==> src/logic/cpuPkg.sv <==
`default_nettype none

package cpuPkg;

    // instruction format widths
    localparam int opCodeW = 4;
    localparam int regIdxW = 3;

    typedef logic [regIdxW-1:0] regIdxT;
    typedef logic [1:0] aluOpT;
    typedef logic [1:0] numBytesT;
    typedef logic [1:0] wbDataT;

    typedef enum logic [opCodeW-1:0] {
        opAnd  = 4'd0,
        opAdd  = 4'd1,
        opSub  = 4'd2,
        opAddi = 4'd3,
        opAndi = 4'd4,
        opLw   = 4'd5,
        opLb   = 4'd6,
        opSw   = 4'd7,
        opBgt  = 4'd8,
        opBlt  = 4'd9,
        opBeq  = 4'd10,
        opBne  = 4'd11,
        opJmp  = 4'd12,
        opCall = 4'd13,
        opRet  = 4'd14,
        opSv   = 4'd15
    } opCodeT;

    // msb first, 16 bits in total
    typedef struct packed {
        logic     src1;
        logic     src2;
        logic     regDst;
        logic     extOp;
        logic     extPlace;
        logic     aluSrc;
        aluOpT    aluOp;
        logic     dataInSrc;
        logic     memRd;
        logic     memWr;
        numBytesT numBytes;
        wbDataT   wbData;
        logic     regWr;
    } ctrlWordT;

    typedef enum logic [1:0] {
        fwdNone = 2'd0,
        fwdEx   = 2'd1,
        fwdMem  = 2'd2,
        fwdWb   = 2'd3
    } fwdSelT;

    typedef enum logic [1:0] {
        pcNext   = 2'd0,
        pcJump   = 2'd1,
        pcBranch = 2'd2,
        pcReturn = 2'd3
    } pcSrcT;

    // what the hazard logic needs from an instruction in flight
    typedef struct packed {
        regIdxT rd;
        logic   regWr;
        logic   memRd;
    } stageEntryT;

    typedef struct packed {
        opCodeT opCode;
        logic   mode;
        regIdxT rs1;
        regIdxT rs2;
        regIdxT rd;
    } instFieldsT;

    localparam regIdxT regZero = '0;

    localparam aluOpT aluAnd = 2'd0;
    localparam aluOpT aluAdd = 2'd1;
    localparam aluOpT aluSub = 2'd2;

    // write-back source select
    localparam wbDataT wbPc  = 2'd0;
    localparam wbDataT wbAlu = 2'd1;
    localparam wbDataT wbMem = 2'd2;

    localparam ctrlWordT ctrlNop = '0;
    localparam stageEntryT bubbleEntry = '0;

endpackage

`default_nettype wire

==> src/logic/mainDecoder.sv <==
`timescale 1ns/1ps
`default_nettype none

module mainDecoder (
    input  cpuPkg::opCodeT   opCode,
    input  logic             mode,
    input  logic             stall,
    output cpuPkg::ctrlWordT ctrl
);
    import cpuPkg::*;

    always_comb begin
        ctrl = ctrlNop;
        if (!stall) begin
            case (opCode)
                opAnd, opAdd, opSub: begin
                    ctrl.src2   = 1'b1;
                    ctrl.wbData = wbAlu;
                    ctrl.regWr  = 1'b1;
                    if (opCode == opAnd) begin
                        ctrl.aluOp = aluAnd;
                    end else if (opCode == opAdd) begin
                        ctrl.aluOp = aluAdd;
                    end else begin
                        ctrl.aluOp = aluSub;
                    end
                end
                opAddi, opAndi: begin
                    ctrl.extOp  = 1'b1;
                    ctrl.aluSrc = 1'b1;
                    ctrl.aluOp  = (opCode == opAddi) ? aluAdd : aluAnd;
                    ctrl.wbData = wbAlu;
                    ctrl.regWr  = 1'b1;
                end
                opLw, opLb: begin
                    ctrl.extOp  = 1'b1;
                    ctrl.aluSrc = 1'b1;
                    ctrl.aluOp  = aluAdd;
                    ctrl.memRd  = 1'b1;
                    ctrl.wbData = wbMem;
                    ctrl.regWr  = 1'b1;
                    // byte load width picked by mode
                    if (opCode == opLb) begin
                        ctrl.numBytes = mode ? 2'd2 : 2'd1;
                    end
                end
                opSw: begin
                    ctrl.extOp     = 1'b1;
                    ctrl.aluSrc    = 1'b1;
                    ctrl.aluOp     = aluAdd;
                    ctrl.dataInSrc = 1'b1;
                    ctrl.memWr     = 1'b1;
                    ctrl.numBytes  = 2'd2;
                end
                opBgt, opBlt, opBeq, opBne: begin
                    // mode picks which operand the compare reads
                    ctrl.src1  = mode;
                    ctrl.extOp = 1'b1;
                end
                opCall: begin
                    ctrl.regDst = 1'b1;
                    ctrl.wbData = wbPc;
                    ctrl.regWr  = 1'b1;
                end
                opSv: begin
                    ctrl.src1     = 1'b1;
                    ctrl.extPlace = 1'b1;
                    ctrl.aluOp    = aluAdd;
                    ctrl.memWr    = 1'b1;
                end
                // jmp and ret drive nothing beyond the pc path
                default: begin
                    ctrl = ctrlNop;
                end
            endcase
        end
    end

    // a single memory access per instruction
    always_comb begin
        assert (!(ctrl.memRd && ctrl.memWr))
            else $error("mainDecoder: memRd and memWr both set");
    end

endmodule

`default_nettype wire

==> src/logic/pcSelect.sv <==
`timescale 1ns/1ps
`default_nettype none

module pcSelect (
    input  cpuPkg::opCodeT opCode,
    input  logic           gt,
    input  logic           lt,
    input  logic           eq,
    input  logic           stall,
    output cpuPkg::pcSrcT  pcSrc,
    output logic           kill
);
    import cpuPkg::*;

    logic taken;

    // branch resolution on the compare levels
    always_comb begin
        case (opCode)
            opBgt:   taken = gt;
            opBlt:   taken = lt;
            opBeq:   taken = eq;
            opBne:   taken = !eq;
            default: taken = 1'b0;
        endcase
    end

    always_comb begin
        pcSrc = pcNext;
        kill  = 1'b0;
        if (!stall) begin
            if (taken) begin
                pcSrc = pcBranch;
                kill  = 1'b1;
            end else if (opCode == opJmp || opCode == opCall) begin
                pcSrc = pcJump;
                kill  = 1'b1;
            end else if (opCode == opRet) begin
                pcSrc = pcReturn;
                kill  = 1'b1;
            end
        end
    end

    // fetch is flushed on every redirect and only then
    always_comb begin
        assert (kill == (pcSrc != pcNext))
            else $error("pcSelect: kill does not match pcSrc");
    end

endmodule

`default_nettype wire

==> src/logic/hazardUnit.sv <==
`timescale 1ns/1ps
`default_nettype none

module hazardUnit (
    input  cpuPkg::regIdxT     rs1,
    input  cpuPkg::regIdxT     rs2,
    input  cpuPkg::stageEntryT exEntry,
    input  cpuPkg::stageEntryT memEntry,
    input  cpuPkg::stageEntryT wbEntry,
    output logic               stall,
    output cpuPkg::fwdSelT     fwdA,
    output cpuPkg::fwdSelT     fwdB
);
    import cpuPkg::*;

    // nearest writer wins, r0 is hardwired and never forwarded
    function automatic fwdSelT pickFwd(
        input regIdxT     rs,
        input stageEntryT ex,
        input stageEntryT mem,
        input stageEntryT wb
    );
        fwdSelT sel;
        sel = fwdNone;
        if (rs != regZero) begin
            if (ex.regWr && ex.rd == rs) begin
                sel = fwdEx;
            end else if (mem.regWr && mem.rd == rs) begin
                sel = fwdMem;
            end else if (wb.regWr && wb.rd == rs) begin
                sel = fwdWb;
            end
        end
        return sel;
    endfunction

    always_comb begin
        fwdA = pickFwd(rs1, exEntry, memEntry, wbEntry);
        fwdB = pickFwd(rs2, exEntry, memEntry, wbEntry);
    end

    // load data is not ready in EX, hold decode for a cycle
    always_comb begin
        stall = exEntry.memRd && (fwdA == fwdEx || fwdB == fwdEx);
    end

endmodule

`default_nettype wire

==> src/logic/stageTracker.sv <==
`timescale 1ns/1ps
`default_nettype none

module stageTracker (
    input  logic               clk,
    input  logic               rstN,
    input  cpuPkg::stageEntryT decodeEntry,
    input  logic               stall,
    input  logic               kill,
    output cpuPkg::stageEntryT exEntry,
    output cpuPkg::stageEntryT memEntry,
    output cpuPkg::stageEntryT wbEntry
);
    import cpuPkg::*;

    stageEntryT exNext;

    // bubble into EX on a held or flushed decode
    always_comb begin
        if (stall || kill) begin
            exNext = bubbleEntry;
        end else begin
            exNext = decodeEntry;
        end
    end

    always_ff @(posedge clk or negedge rstN) begin
        if (!rstN) begin
            exEntry  <= bubbleEntry;
            memEntry <= bubbleEntry;
            wbEntry  <= bubbleEntry;
        end else begin
            exEntry  <= exNext;
            memEntry <= exEntry;
            wbEntry  <= memEntry;
        end
    end

    // a held decode leaves a bubble in EX
    stallBubble: assert property (
        @(posedge clk) disable iff (!rstN)
        stall |=> (exEntry == bubbleEntry)
    ) else $error("stageTracker: no bubble after stall");

endmodule

`default_nettype wire

==> src/logic/controlTop.sv <==
`timescale 1ns/1ps
`default_nettype none

module controlTop (
    input  logic               clk,
    input  logic               rstN,
    input  cpuPkg::instFieldsT inst,
    input  logic               gt,
    input  logic               lt,
    input  logic               eq,
    output cpuPkg::ctrlWordT   ctrl,
    output cpuPkg::pcSrcT      pcSrc,
    output logic               kill,
    output logic               stall,
    output cpuPkg::fwdSelT     fwdA,
    output cpuPkg::fwdSelT     fwdB
);
    import cpuPkg::*;

    stageEntryT decodeEntry;
    stageEntryT exEntry;
    stageEntryT memEntry;
    stageEntryT wbEntry;

    // decode slot as seen by the tracker
    assign decodeEntry = '{rd: inst.rd, regWr: ctrl.regWr, memRd: ctrl.memRd};

    hazardUnit hazardUnit_inst (
        .rs1      (inst.rs1),
        .rs2      (inst.rs2),
        .exEntry  (exEntry),
        .memEntry (memEntry),
        .wbEntry  (wbEntry),
        .stall    (stall),
        .fwdA     (fwdA),
        .fwdB     (fwdB)
    );

    mainDecoder mainDecoder_inst (
        .opCode (inst.opCode),
        .mode   (inst.mode),
        .stall  (stall),
        .ctrl   (ctrl)
    );

    pcSelect pcSelect_inst (
        .opCode (inst.opCode),
        .gt     (gt),
        .lt     (lt),
        .eq     (eq),
        .stall  (stall),
        .pcSrc  (pcSrc),
        .kill   (kill)
    );

    stageTracker stageTracker_inst (
        .clk         (clk),
        .rstN        (rstN),
        .decodeEntry (decodeEntry),
        .stall       (stall),
        .kill        (kill),
        .exEntry     (exEntry),
        .memEntry    (memEntry),
        .wbEntry     (wbEntry)
    );

endmodule

`default_nettype wire

==> config.mk <==
export PLATFORM = sky130hd
export DESIGN_NAME = controlTop
export DESIGN_NICKNAME = d
export VERILOG_FILES = /design/src/logic/cpuPkg.sv /design/src/logic/mainDecoder.sv /design/src/logic/pcSelect.sv /design/src/logic/hazardUnit.sv /design/src/logic/stageTracker.sv /design/src/logic/controlTop.sv
export SDC_FILE = /design/constraint.sdc
export NUM_CORES = 1
export LEC_CHECK = 0
export ABC_AREA = 1
export BUFFER_PORTS_ARGS = -buffer_cell sky130_fd_sc_hd__buf_2
export CORE_AREA = 2 2 52 78
export DETAILED_ROUTE_END_ITERATION = 10
export DIE_AREA = 0 0 54 80
export MAX_ROUTING_LAYER = met4
export PLACE_DENSITY = 0.52
export SYNTH_ARGS = -nofsm -noshare
export SYNTH_HDL_FRONTEND = slang
export SYNTH_SLANG_ARGS = --single-unit
==> constraint.sdc <==
create_clock -name clk -period 3.1 [get_ports clk]
set_input_delay 0.155 -clock clk [delete_from_list [all_inputs] [get_ports clk]]
set_output_delay 0.155 -clock clk [all_outputs]
set_load 0.03 [all_outputs]
; ---- Yosys cells after proc, flatten, opt, wreduce, memory -nomap -nowiden
; Cells that the tools add are included.
[op_classes]
n_eq_ne = 23
mux = 36
mul = 0
n_addsub = 0
shifts = 0
n_div = 0
n_bitwise = 0
magnitude_cmp = 0
reduce_logical = 23
[op_table]
columns = operator, n
row1 = equality test 4 bit (second input constant), 8
row2 = two-way mux 2 bit, 16
row3 = equality test 3 bit, 6
row4 = equality test 4 x 3 -> 1 bit (second input constant), 4
row5 = two-way mux 16 bit, 1
row6 = two-way mux 1 bit, 13
row7 = OR reduction 5 bit, 2
row8 = one-hot mux 3 bit (3 select lines), 1
row9 = OR reduction 9 bit, 1
row10 = equality test 4 x 2 -> 1 bit (second input constant), 2
row11 = OR reduction 4 bit, 2
row12 = logical AND 1 bit, 7
row13 = one-hot mux 2 bit (3 select lines), 1
row14 = nonzero test 3 bit, 2
row15 = OR reduction 2 bit, 3
row16 = two-way mux 5 bit, 1
row17 = equality test 2 x 1 -> 1 bit (second input constant), 2
row18 = equality test 4 x 1 -> 1 bit (second input constant), 1
row19 = zero test 4 bit, 1
row20 = one-hot mux 1 bit (4 select lines), 1
row21 = one-hot mux 2 bit (2 select lines), 1
row22 = logical OR 1 bit, 3
row23 = OR reduction 3 bit, 1
row24 = one-hot mux 1 bit (2 select lines), 1
row25 = zero test 1 bit, 1
[totals]
n_memories = 0
mem_bits_ro = 0
out_inout_bits = 24
ram_bits = 0
register_bits = 13
latchBits = 0
wordCells = 89

; ---- Depth between registers and ports, before layout
; Gate-level depths: netlist of run 1.
[depth]
ltp_word = 12
depth_mapped = 10
mapped_depth_nobuf = 9

; ---- Modules after synthesis
; A second synthesis of run 1 with hierarchy kept.
[hier_totals]
cells_unflattened = 199
area_unflattened_um2 = 1198.6
[by_module_without_submodules]
columns = module, seq_area_each_um2, cells_each, n_inst, area_per_inst_um2
row1 = stageTracker, 375.4, 28, 1, 444.2
row2 = hazardUnit, 0.0, 103, 1, 424.2
row3 = mainDecoder, 0.0, 49, 1, 249.0
row4 = pcSelect, 0.0, 19, 1, 81.3

; ---- Least setup slack after synthesis of run 1
; No wires, ideal clock.
[synth_path]
kind = reg2out
from = reg stageTracker_inst.wbEntry[4] (netlist name)
to = out fwdA[0]
arrival_time_ns = 1.509
required_time_ns = 2.945
path_slack_ns = 1.436
path_stages_with_launch = 5
path_buffers = 0
cell_sequence = dfrtp_1 xor2_1 nor3_1 nand2_1 a21boi_0
[synth_between]
elab_chain_cells = 6
[synth_rtl]
columns = element, line_no
row1 = equality test 3 bit, hazardUnit.sv:30  ; end else if (wb.regWr && wb.rd == rs) begin
row2 = logical AND 1 bit, hazardUnit.sv:30
row3 = two-way mux 2 bit, hazardUnit.sv:30
row4 = two-way mux 2 bit, hazardUnit.sv:28  ; end else if (mem.regWr && mem.rd == rs) begin
row5 = two-way mux 2 bit, hazardUnit.sv:26  ; if (ex.regWr && ex.rd == rs) begin
row6 = two-way mux 2 bit, hazardUnit.sv:25  ; if (rs != regZero) begin
row7 = end: declaration, controlTop.sv:15  ; output cpuPkg::fwdSelT fwdA,
; No other way between the ends.

==> summary.txt, run 1 <==
Detailed routing
  – DRT iter0 DRCs: 27
  – DRT Wirelength: between 2000 and 3000 µm
  – Vias post-DR: 1,171
  – Post-route DRC: 0
  – Router iterations before antenna repair: 4
  – Remaining antenna violation count after routing: 0
  – Via/cell ratio: 4.521
  – DR WL/cell: ~11 µm

Critical path
  – Crit path depth: 9
  – Crit Path Category: reg2out
  – Reg-to-reg endpoint: stageTracker_inst.exEntry[0]
  – Crit path launch: stageTracker_inst.exEntry[2]
  – CP dominant cell by count: nor2_1
  – Data required, critical path: about 2.9 ns
  – Reg2reg path depth: 8
  – Crit path capture: ctrl[4]
  – Worst path arrival time: about 1.8 ns
  – Startpoint Class: flop
  – Critical R2R Launch: stageTracker_inst.exEntry[2]
  – Top delay family on crit path: simple AND/OR/NAND/NOR gates
  – Crit path max fanout: 20
  – Setup crit end kind: primary output
  – Crit-path cells: inv_1, nor2_1, nor2_1, nand3_1, nand2_1, nand2_2, inv_2, nor2_1, buf_2
  – R2r setup slk: between 1.5 and 2 ns
  – CP max stage cell: dfrtp_1
  – Critical path buffers and inverters: 3
  – Critical Path Max Stage Delay: just under 0.4 ns

Pwr
  – Pwr dens: 394.0 nW/µm²
  – Max IR drop VDD: roughly 0.17 mV
  – Leak: roughly 0.79 nW

Synthesis
  – Synthesized cell area: 1013 µm²
  – Sequential area share after synthesis: 32.10%
  – Syn nets: 191
  – Synth Area per Inst: between 5 and 6 µm²
  – Post-synthesis cell type count: 21
  – Yosys Warn Count: 0
  – Synthesized instance count: 172
  – Yosys reg bits: 13

Clocking
  – Clock transition at path regs: approximately 0.060 ns
  – Worst skew pair latency: roughly 0.25 ns
  – CTS sink count: 13
  – PostCTS Resize Cnt: 0
  – Setup Fix Bufs, Post-CTS: 0
  – CTS Buf Count: 3
  – TritonCTS clock tree: done
  – Clk buf depth: 2
  – Hold buffer count at cts: 1
  – H-tree Lvls: 1
  – Root buf cell: clkbuf_8

Die
  – Die X-Extent: approximately 54 µm
  – Initial core utilization: 27.78%
  – Count of boundary I/O pins: 43
  – Rows: 27
  – Die H: 80 µm
  – Core region area: about 3600 µm²
  – Die area: 4320 µm²

Layout
  – Layout Nets: between 200 and 250
  – Design Area, Final: 1306 µm²
  – Fin util: between 30% and 40%
  – Layout cells sized above 1: between 20% and 30%
  – Filler cells: around 440
  – Layout area overhead: 28.89%
  – Area of the multi-input gates: around 560 µm²
  – Non-filler instance count after layout: about 260
  – Sequential cell area: 325.3 µm²
  – # diodes: 0

Hold path
  – Worst Hold Class: in2reg
  – Hold_sp: inst[1]

Timing
  – Tightest Pin Transition: roughly 0.31 ns
  – Setup TNS: 0 ns
  – Clock Skew: around 0.0052 ns
  – RSZ-0062 raised after global routing: false
  – Minimum clock period: ~1.9 ns
  – Final slew viol count: 0
  – Final hold violation count: 0
  – Max Fclk: ~520 MHz
  – Fin crit share: between 60% and 70%
  – Slew HR: ~79%
  – Final setup vio count: 0

Place
  – Placed Cells incl. Taps: about 250
  – IO buf count: 42
  – Post-DP HPWL: between 2000 and 2500 µm
  – Post-DP Area: approximately 1200 µm²
  – Gpl congestion: slightly above 0.8

Global routing
  – First-pass GRT wire length: ~4600 µm
  – GRT overflow: 0
  – Vias in the first global route: 1,102
  – GRT Overall Usage: between 10% and 20%
  – Largest net degree at the start of global routing: 21
  – Initial antenna violation count: 0

Flow run
  – Max-cap violations: 0

Outcome
  – Status: finished, final reports clean
-- sequential cells by signal, indices dropped and copies added (netlist names) --
signal                      cells
stageTracker_inst.wbEntry       4
stageTracker_inst.memEntry      4
stageTracker_inst.exEntry       5
-- synthesized netlist by cell type --
cell type,n,area share (%)
nand4_1,1,0.62
nand2_1,46,17
buf_6,2,2.2
o21bai_1,1,0.74
inv_2,3,1.1
o22ai_1,1,0.62
a31oi_1,1,0.62
nand3_1,9,4.4
nor2_2,1,0.62
o21ai_0,8,4.0
o21a_1,2,1.5
nor3_1,3,1.5
nand2_2,1,0.62
a21oi_1,5,2.5
a21boi_0,1,0.74
buf_2,1,0.49
inv_1,24,8.9
dfrtp_1,13,32
o21ai_1,1,0.49
xor2_1,3,2.6
nor2_1,45,17
-- cell usage in the layout (no fill, tap or decap), drive strengths merged --
cell type    Yosys  layout
nand3            9       9
clkbuf           0       3
dfrtp           13      13
o21ai            9       9
nor3             3       3
a31oi            1       1
a21oi            5       5
o21a             2       2
o22ai            1       1
clkinv           0       1
nor2            46      46
nand4            1       1
buf              3      42
dlygate4sd3      0       1
inv             27      27
nand2           47      47
xor2             3       3
o21bai           1       1
a21boi           1       1
-- final cells by class --
type,count,area share (%)
clock buffers,3,3.161
clock inverters,1,0.3831
inverters,27,7.759
multi-input cells,129,42.82
flip-flops and latches,13,24.90
well taps,43,4.119
repair buffers,43,16.86
-- cells by family (layout without fill, tap and decap cells) --
logic type,after synthesis,count (layout),share of synthesized area (%)
AOI/OAI and AO/OA,20,20,11.11
xor gates and xnor gates,3,3,2.593
buffers and inverters,30,74,12.72
DFF,13,13,32.10
and+or+nand+nor,106,106,41.48
-- tightest hold or removal path, stage by stage --
cell and delay [ns]:
buf_2 0.10, inv_1 0.04, nor2_1 0.03
-- per-stage QoR --
step                hold slack, ns  setup slack (ns)  power (mW)
detailed placement         0.05361             1.436      0.3658
CTS                         0.1111             1.161      0.5223
floorplan                  -0.1406             1.436      0.3108
global placement           0.05976             1.453      0.3673
finish                      0.1137             1.167      0.5147
global route                0.1373            0.9770      0.5479
-- where the power goes --
| part | internal, mW | total (mW) | switching, mW |
|---|---|---|---|
| logic | 0.0534 | 0.166 | 0.112 |
| clock network | 0.0889 | 0.151 | 0.0626 |
| registers | 0.185 | 0.197 | 0.0126 |
-- worst min path at each step --
stage / to / slack, ns / depth (start not counted)
6_report: stageTracker_inst.exEntry[3] / 0.11 / 3
5_1_grt: stageTracker_inst.exEntry[4] / 0.14 / 3
4_1_cts: stageTracker_inst.exEntry[4] / 0.11 / 3
3_5_place_dp: stageTracker_inst.exEntry[2] / 0.05 / 1
3_3_place_gp: stageTracker_inst.memEntry[2] / 0.06 / 1
2_1_floorplan: stageTracker_inst.exEntry[0] / -0.14 / 0
-- metal layers --
layer | share of wire, % | wire [µm] | GRT usage, %
met5 | 0 | 0 | -
met1 | 40 | 1106 | 14.02
met4 | 2.7 | 75 | 7.500
met2 | 53 | 1477 | 27.56
met3 | 4.2 | 117 | 1.873
Power figures use the tool's default switching activity.
==> run 2: changes to the inputs <==
Settings changed: ABC_AREA 1 to 0, CORE_AREA 2 2 52 78 to 2 2 50 75, DIE_AREA 0 0 54 80 to 0 0 52 77, PLACE_DENSITY 0.52 to 0.54.
Clock period 3.1 ns to 2 ns, I/O delays scaled along.
==> run 2 against run 1 <==
  * Register-to-register slack got worse by 1.2 ns
  * Synthesized area fell by 6.5%
  * Critical path type unchanged
  * Largest cell class unchanged
  * Clock skew fell by 0.00081 ns
==> summary.txt, run 2 <==
Timing
  – Fin crit share: ~100%
  – Final hold violation count: 0 (unchanged)
  – Setup TNS: 0 ns (unchanged)
  – Minimum clock period: around 2.0 ns
  – Max Fclk: roughly 500 MHz
  – Final slew viol count: 0 (unchanged)
  – Final setup vio count: 0 (unchanged)
  – Hold_ws: 0.1143 ns (was 0.1137 ns)
  – Tightest Pin Transition: 0.3411 ns (was 0.3142 ns)
  – Clock Skew: 0.004432 ns (was 0.005247 ns)
  – Final worst slack: 0.004581 ns (was 1.167 ns)
  – RSZ-0062 raised after global routing: true (was false)
  – Slew HR: 77.09% (was 79.02%)

Die
  – Die H: 77 µm (was 80 µm)
  – Die area: 4004 µm² (was 4320 µm²)
  – Die X-Extent: 52 µm (was 54 µm)
  – Rows: 26 (was 27)
  – Count of boundary I/O pins: 43 (unchanged)
  – Initial core utilization: 28.27% (was 27.78%)
  – Core region area: 3351 µm² (was 3649 µm²)

Global routing
  – GRT Overall Usage: 13.36% (was 14.79%)
  – First-pass GRT wire length: 4043 µm (was 4602 µm)
  – GRT overflow: 0 (unchanged)
  – Largest net degree at the start of global routing: 19 (was 21)
  – Vias in the first global route: 925 (was 1,102)
  – Initial antenna violation count: 0 (unchanged)

Synthesis
  – Yosys Warn Count: 0 (unchanged)
  – Yosys top cell area share: 34.35% (was 32.10%)
  – Xor/xnor cell area share of the yosys netlist: 17.57% (was 2.593%)
  – Synthesized instance count: 107 (was 172)
  – Largest family of logic cells by synthesized area: simple AND/OR/NAND/NOR gates (unchanged)
  – Post-synthesis compound-gate area fraction: 11.62% (was 11.11%)
  – Area leader, netlist: dfrtp_1 (unchanged)
  – Post-synthesis simple-gate area fraction: 29.46% (was 41.48%)
  – Syn nets: 126 (was 191)
  – Most common cell in the netlist: xnor2_1 (was nand2_1)
  – Post-synthesis async set-or-reset flop share: 100.0% (unchanged)
  – Synth Area in Adders: 0% (unchanged)
  – Post-synthesis cell type count: 25 (was 21)
  – Sequential area share after synthesis: 34.35% (was 32.10%)
  – Synth Area per Inst: 8.852 µm² (was 5.892 µm²)
  – Largest cells by area after synthesis: dfrtp_1, xnor2_1, nor3_1, nor3b_1, nand2b_1 (was dfrtp_1, nand2_1, nor2_1, inv_1, nand3_1)
  – Post-synth EDFFs: 0 (unchanged)
  – Mux cell area share after synthesis: 1.189% (was 0%)
  – Yosys reg bits: 13 (unchanged)
  – Post-synth top cells: xnor2_1, dfrtp_1, nor3_1 (was nand2_1, nor2_1, inv_1)
  – Synthesized cell area: 947.2 µm² (was 1013 µm²)
  – Most used flip-flop cell after synthesis: dfrtp_1 (unchanged)

Clocking
  – Clk buf depth: 2 (unchanged)
  – Clock transition at path regs: 0.05 ns (was 0.06 ns)
  – CTS sink count: 13 (unchanged)
  – Root buf cell: clkbuf_8 (unchanged)
  – H-tree Lvls: 1 (unchanged)
  – TritonCTS clock tree: done (unchanged)
  – CTS Buf Count: 3 (unchanged)
  – Worst skew pair latency: 0.25 ns (about the same)

Critical path
  – Crit-path cells: xnor2_1, nand4_1, o32ai_4, buf_6, and2b_2, buf_6 (was inv_1, nor2_1, nor2_1, nand3_1, nand2_1, nand2_2, inv_2, nor2_1, buf_2)
  – CP dominant cell by count: buf_6 (was nor2_1)
  – Critical path buffers and inverters: 2 (was 3)
  – Setup crit end kind: primary output (unchanged)
  – Worst path arrival time: 1.90 ns (was 1.78 ns)
  – CP max stage cell: dfrtp_1 (unchanged)
  – Startpoint Class: flop (unchanged)
  – Crit path max fanout: 4 (was 20)
  – Data required, critical path: 1.90 ns (was 2.94 ns)
  – Critical Path Max Stage Delay: 0.41 ns (was 0.39 ns)
  – Crit Path Category: reg2out (unchanged)
  – Critical R2R Launch: stageTracker_inst.exEntry[4] (was stageTracker_inst.exEntry[2])
  – Crit path launch: stageTracker_inst.exEntry[4] (was stageTracker_inst.exEntry[2])
  – Top delay family on crit path: flip-flops (was simple AND/OR/NAND/NOR gates)

Layout
  – Most common cell after layout, fill and taps aside: buf_2 (was nand2_1)
  – Design Area, Final: 1368 µm² (was 1306 µm²)
  – Largest Register: stageTracker_inst.exEntry (unchanged)
  – Layout Nets: 180 (was 236)
  – Top flop regs: stageTracker_inst.exEntry: 5 flops, stageTracker_inst.memEntry: 4 flops, stageTracker_inst.wbEntry: 4 flops (unchanged)
  – Area of the multi-input gates: 573.1 µm² (was 559.3 µm²)
  – Layout area overhead: 44.39% (was 28.89%)
  – # diodes: 0 (unchanged)
  – Filler cells: 361 (was 438)
  – Largest register FFs: 5 (unchanged)
  – Commonest cells after routing, fill and taps aside: buf_2, buf_4, xnor2_1 (was nand2_1, nor2_1, buf_2)
  – Layout cells sized above 1: 38.75% (was 23.61%)
  – Sequential cell area: 325.3 µm² (unchanged)

Detailed routing
  – DRT iter0 DRCs: 24 (was 27)
  – DR WL/cell: 12.69 µm (was 10.72 µm)
  – Router iterations before antenna repair: 4 (unchanged)
  – Remaining antenna violation count after routing: 0 (unchanged)
  – Via/cell ratio: 4.851 (was 4.521)
  – DRT Wirelength: 2563 µm (was 2776 µm)
  – Vias post-DR: 980 (was 1,171)
  – Post-route DRC: 0 (unchanged)

Flow run
  – Max-cap violations: 0 (unchanged)

Place
  – Dpl ws: 0.2028 ns (was 1.436 ns)
  – Gpl congestion: 0.8348 (was 0.8206)
  – Post-DP HPWL: 1954 µm (was 2307 µm)
  – IO buf count: 42 (unchanged)
  – Post-DP Area: 1192 µm² (was 1250 µm²)

Hold path
  – Hold_sp: inst[1] (unchanged)
  – Worst Hold Class: in2reg (unchanged)

Pwr
  – Leak: 0.6132 nW (was 0.7859 nW)
  – Max IR drop VDD: 0.2529 mV (was 0.1673 mV)
  – Total chip power: 0.8087 mW (was 0.5147 mW)
  – Pwr dens: 591.4 nW/µm² (was 394.0 nW/µm²)

Outcome
  – Status: finished, final reports clean (unchanged)
## run 2: changes by cell type after synthesis, sizes merged, moves of 9 or more
cell,previous run,this run
inv,27,4
xnor2,0,19
nor3,3,13
nor2,46,8
nand2,47,3
nand3,9,0
## run 2: power by group
part	internal, mW	switching, mW
combinational	0.115	0.156
clock	0.141	0.0950
sequential	0.283	0.0190
total	0.539	0.270
## run 2: final timing paths
path / end / slack (ns) / depth (start not counted)
max: ctrl[5] / 0.005 / 6
min: stageTracker_inst.exEntry[3] / 0.11 / 2
max reg2reg: stageTracker_inst.exEntry[2] / 0.43 / 5
min reg2reg: stageTracker_inst.wbEntry[1] / 0.41 / 0
max in group asynchronous: stageTracker_inst.wbEntry[3] / 1.50 / 2
min in group asynchronous: stageTracker_inst.wbEntry[2] / 0.27 / 2
## run 2: kinds of logic (layout without fill, tap and decap cells)
| kind of cell | count (synthesis) | count (layout) |
|---|---|---|
| compound gates | 14 | 14 |
| xor+xnor | 19 | 19 |
| flops | 13 | 13 |
| buf+inv | 10 | 63 |
| simple gates | 50 | 50 |
| mux | 1 | 1 |
## run 2: area by class of cell
cell class                      count  share of cell area (%)
Clock buffer                        4                   3.294
Inverter                            4                   1.098
Multi-Input combinational cell     84                   41.90
Sequential cell                    13                   23.79
Tap cell                           42                   3.843
Timing Repair Buffer               55                   26.08
## run 2: repair_timing
item                                    CTS  global route
hold buffers                              1             0
setup buffers                             1             8
pin swaps                                 2             4
endpoints found under the setup margin   16            16
hold endpoints to repair                 13             0
gates resized for setup                   0            19
## run 2: through the flow
step | std cells | util [%]
6_report | 202 | 40.81
5_1_grt | 202 | 40.81
4_1_cts | 194 | 37.45
3_5_place_dp | 188 | 35.59
3_3_place_gp | 188 | 35.59
2_1_floorplan | 107 | -
## run 2: routing by layer
layer / track usage (%) / up-vias / wire length [µm]
met4: 5.789 / 0 / 37
met5: - / - / 0
met3: 2.335 / 3 / 181
met2: 22.66 / 44 / 1324
met1: 14.82 / 451 / 1019
li1: - / 482 / -
==> run 3: changes to the inputs <==
Settings changed: CORE_AREA 2 2 50 75 to 2 2 41 61, DIE_AREA 0 0 52 77 to 0 0 43 63, PLACE_DENSITY 0.54 to 0.76.
==> run 3 against run 2 <==
  * The run now ends with setup timing left
  * Cell count shrank 11%
  * Power shrank 11%
  * Fmax shrank 0.51%
  * Via count shrank 0.61%
  * First-iteration DRC count shrank 50%
==> summary.txt, run 3 (synthesis gave the netlist of run 2 again) <==
Outcome
  – Status: finished with violations (was finished, final reports clean)
  – Failing checks: setup timing

Detailed routing
  – Via/cell ratio: 5.411 (was 4.851)
  – DRT iter0 DRCs: 12 (was 24)
  – Remaining antenna violation count after routing: 0 (unchanged)
  – Router iterations before antenna repair: 4 (unchanged)
  – Vias post-DR: 974 (was 980)
  – DR WL/cell: 13.57 µm (was 12.69 µm)
  – Post-route DRC: 0 (unchanged)
  – DRT Wirelength: 2442 µm (was 2563 µm)

Pwr
  – Leak: 0.5908 nW (was 0.6132 nW)
  – Max IR drop VDD: 0.3029 mV (was 0.2529 mV)
  – Pwr dens: 572.3 nW/µm² (was 591.4 nW/µm²)
  – Total chip power: 0.7225 mW (was 0.8087 mW)

Layout
  – Largest Register: stageTracker_inst.exEntry (unchanged)
  – Most common cell after layout, fill and taps aside: buf_2 (unchanged)
  – Top flop regs: stageTracker_inst.exEntry: 5 flops, stageTracker_inst.memEntry: 4 flops, stageTracker_inst.wbEntry: 4 flops (unchanged)
  – # diodes: 0 (unchanged)
  – Layout Nets: 177 (was 180)
  – Commonest cells after routing, fill and taps aside: buf_2, xnor2_1, nor3_1, dfrtp_1, buf_4 (was buf_2, buf_4, xnor2_1)
  – Layout area overhead: 33.29% (was 44.39%)
  – Fin util: 57.20% (was 40.81%)
  – Non-filler instance count after layout: 180 (was 202)
  – Layout cells sized above 1: 37.58% (was 38.75%)
  – Area of the multi-input gates: 566.8 µm² (was 573.1 µm²)
  – Filler cells: 213 (was 361)
  – Sequential cell area: 325.3 µm² (unchanged)
  – Largest register FFs: 5 (unchanged)

Critical path
  – Setup crit end kind: primary output (unchanged)
  – Data required, critical path: 1.90 ns (about the same)
  – Crit path max fanout: 7 (was 4)
  – Startpoint Class: flop (unchanged)
  – Worst path arrival time: 1.91 ns (was 1.90 ns)
  – Crit Path Category: reg2out (unchanged)

Global routing
  – Gr busiest metal: met2 (unchanged)
  – Met3 Usage GRT: 1.156% (was 2.335%)
  – GR Layer Usage met1: 21.98% (was 14.82%)
  – GRT Overall Usage: 20.67% (was 13.36%)
  – Largest net degree at the start of global routing: 14 (was 19)
  – Initial antenna violation count: 0 (unchanged)
  – Vias in the first global route: 998 (was 925)
  – GRT overflow: 0 (unchanged)
  – Met2 GRT Util: 36.17% (was 22.66%)
  – First-pass GRT wire length: 4174 µm (was 4043 µm)

Clocking
  – TritonCTS clock tree: done (unchanged)
  – Clock transition at path regs: 0.08 ns (was 0.05 ns)
  – Root buf cell: clkbuf_4 (was clkbuf_8)
  – H-tree Lvls: 1 (unchanged)
  – Clk buf depth: 2 (unchanged)
  – CTS Buf Count: 3 (unchanged)
  – Worst skew pair latency: 0.28 ns (was 0.25 ns)
  – CTS sink count: 13 (unchanged)

Timing
  – Hold_ws: 0.06127 ns (was 0.1143 ns)
  – RSZ-0062 raised after global routing: true (unchanged)
  – Clock Skew: 0.007495 ns (was 0.004432 ns)
  – Max Fclk: 498.6 MHz (was 501.1 MHz)
  – Final worst slack: -0.005624 ns (was 0.004581 ns)
  – Minimum clock period: 2.006 ns (was 1.995 ns)
  – Tightest Pin Transition: 0.3706 ns (was 0.3411 ns)
  – Final slew viol count: 0 (unchanged)
  – Final setup vio count: 3 (was 0)
  – Fin crit share: 100.3% (was 99.77%)
  – Slew HR: 75.11% (was 77.09%)
  – Final hold violation count: 0 (unchanged)
  – Setup TNS: -0.01042 ns (was 0 ns)

Place
  – Placed Cells incl. Taps: 170 (was 188)
  – Post-DP HPWL: 1857 µm (was 1954 µm)
  – Gpl congestion: 0.9224 (was 0.8348)
  – IO buf count: 42 (unchanged)

Hold path
  – Worst Hold Class: in2reg (unchanged)

Die
  – Die area: 2709 µm² (was 4004 µm²)
  – Die X-Extent: 43 µm (was 52 µm)
  – Initial core utilization: 42.91% (was 28.27%)
  – Count of boundary I/O pins: 43 (unchanged)
  – Die H: 63 µm (was 77 µm)
  – Core region area: 2207 µm² (was 3351 µm²)
  – Rows: 21 (was 26)

Flow run
  – Max-cap violations: 0 (unchanged)
## run 3: per-layer routing
metal	vias up	wire (µm)	share of wire, %
li1	483	-	-
met1	442	971	40
met2	45	1265	52
met3	4	149	6.1
met4	0	57	2.3
met5	-	0	0
## run 3: worst max-delay path, stage by stage (launching register included)
cell and delay [ns]:
dfrtp_1 0.42, xnor2_1 0.19, nand4_1 0.19, o32ai_4 0.36, buf_4 0.21, nor3_1 0.05, buf_2 0.18
## run 3: final timing paths
path | startpoint | endpoint | slack [ns] | cells after the start
worst max-delay path | stageTracker_inst.exEntry[3] | ctrl[6] | -0.006 | 6
worst min-delay path | inst[1] | stageTracker_inst.exEntry[3] | 0.06 | 2
worst max register to register | stageTracker_inst.exEntry[3] | stageTracker_inst.exEntry[0] | 0.42 | 5
worst min register to register | stageTracker_inst.memEntry[1] | stageTracker_inst.wbEntry[1] | 0.42 | 0
max in group asynchronous | rstN | stageTracker_inst.wbEntry[1] | 1.55 | 2
min in group asynchronous | rstN | stageTracker_inst.wbEntry[4] | 0.22 | 2
## run 3: final cells by class
class	instances	area share [%]
multi-input cells	84	44.90
inverters	4	1.189
repair buffers	52	23.69
flip-flops and latches	13	25.77
clock inverters	1	0.3964
well taps	23	2.279
clock buffers	3	1.784
## run 3: metrics by stage
step	instance area [µm²]	setup slack [ns]
3_3_place_gp	1176	0.2460
6_report	1262	-0.005624
2_1_floorplan	947.2	0.06418
4_1_cts	1241	0.007790
3_5_place_dp	1176	0.1717
5_1_grt	1262	-0.1207
## run 3: repair_timing
item / in CTS / in global routing
hold endpoints to repair: 13 / 0
buffers inserted: 3 / 2
pin swaps: 2 / 1
endpoints found under the setup margin: 15 / 20
hold buffers: 1 / 0
gates resized for setup: 2 / 3
gates cloned: 0 / 0
## run 3: power by group
| part | switching, mW | internal [mW] | total, mW |
|---|---|---|---|
| Sequential | 0.0195 | 0.282 | 0.302 |
| Combinational | 0.153 | 0.102 | 0.255 |
| Clock | 0.0909 | 0.0743 | 0.165 |
| Total | 0.264 | 0.459 | 0.722 |
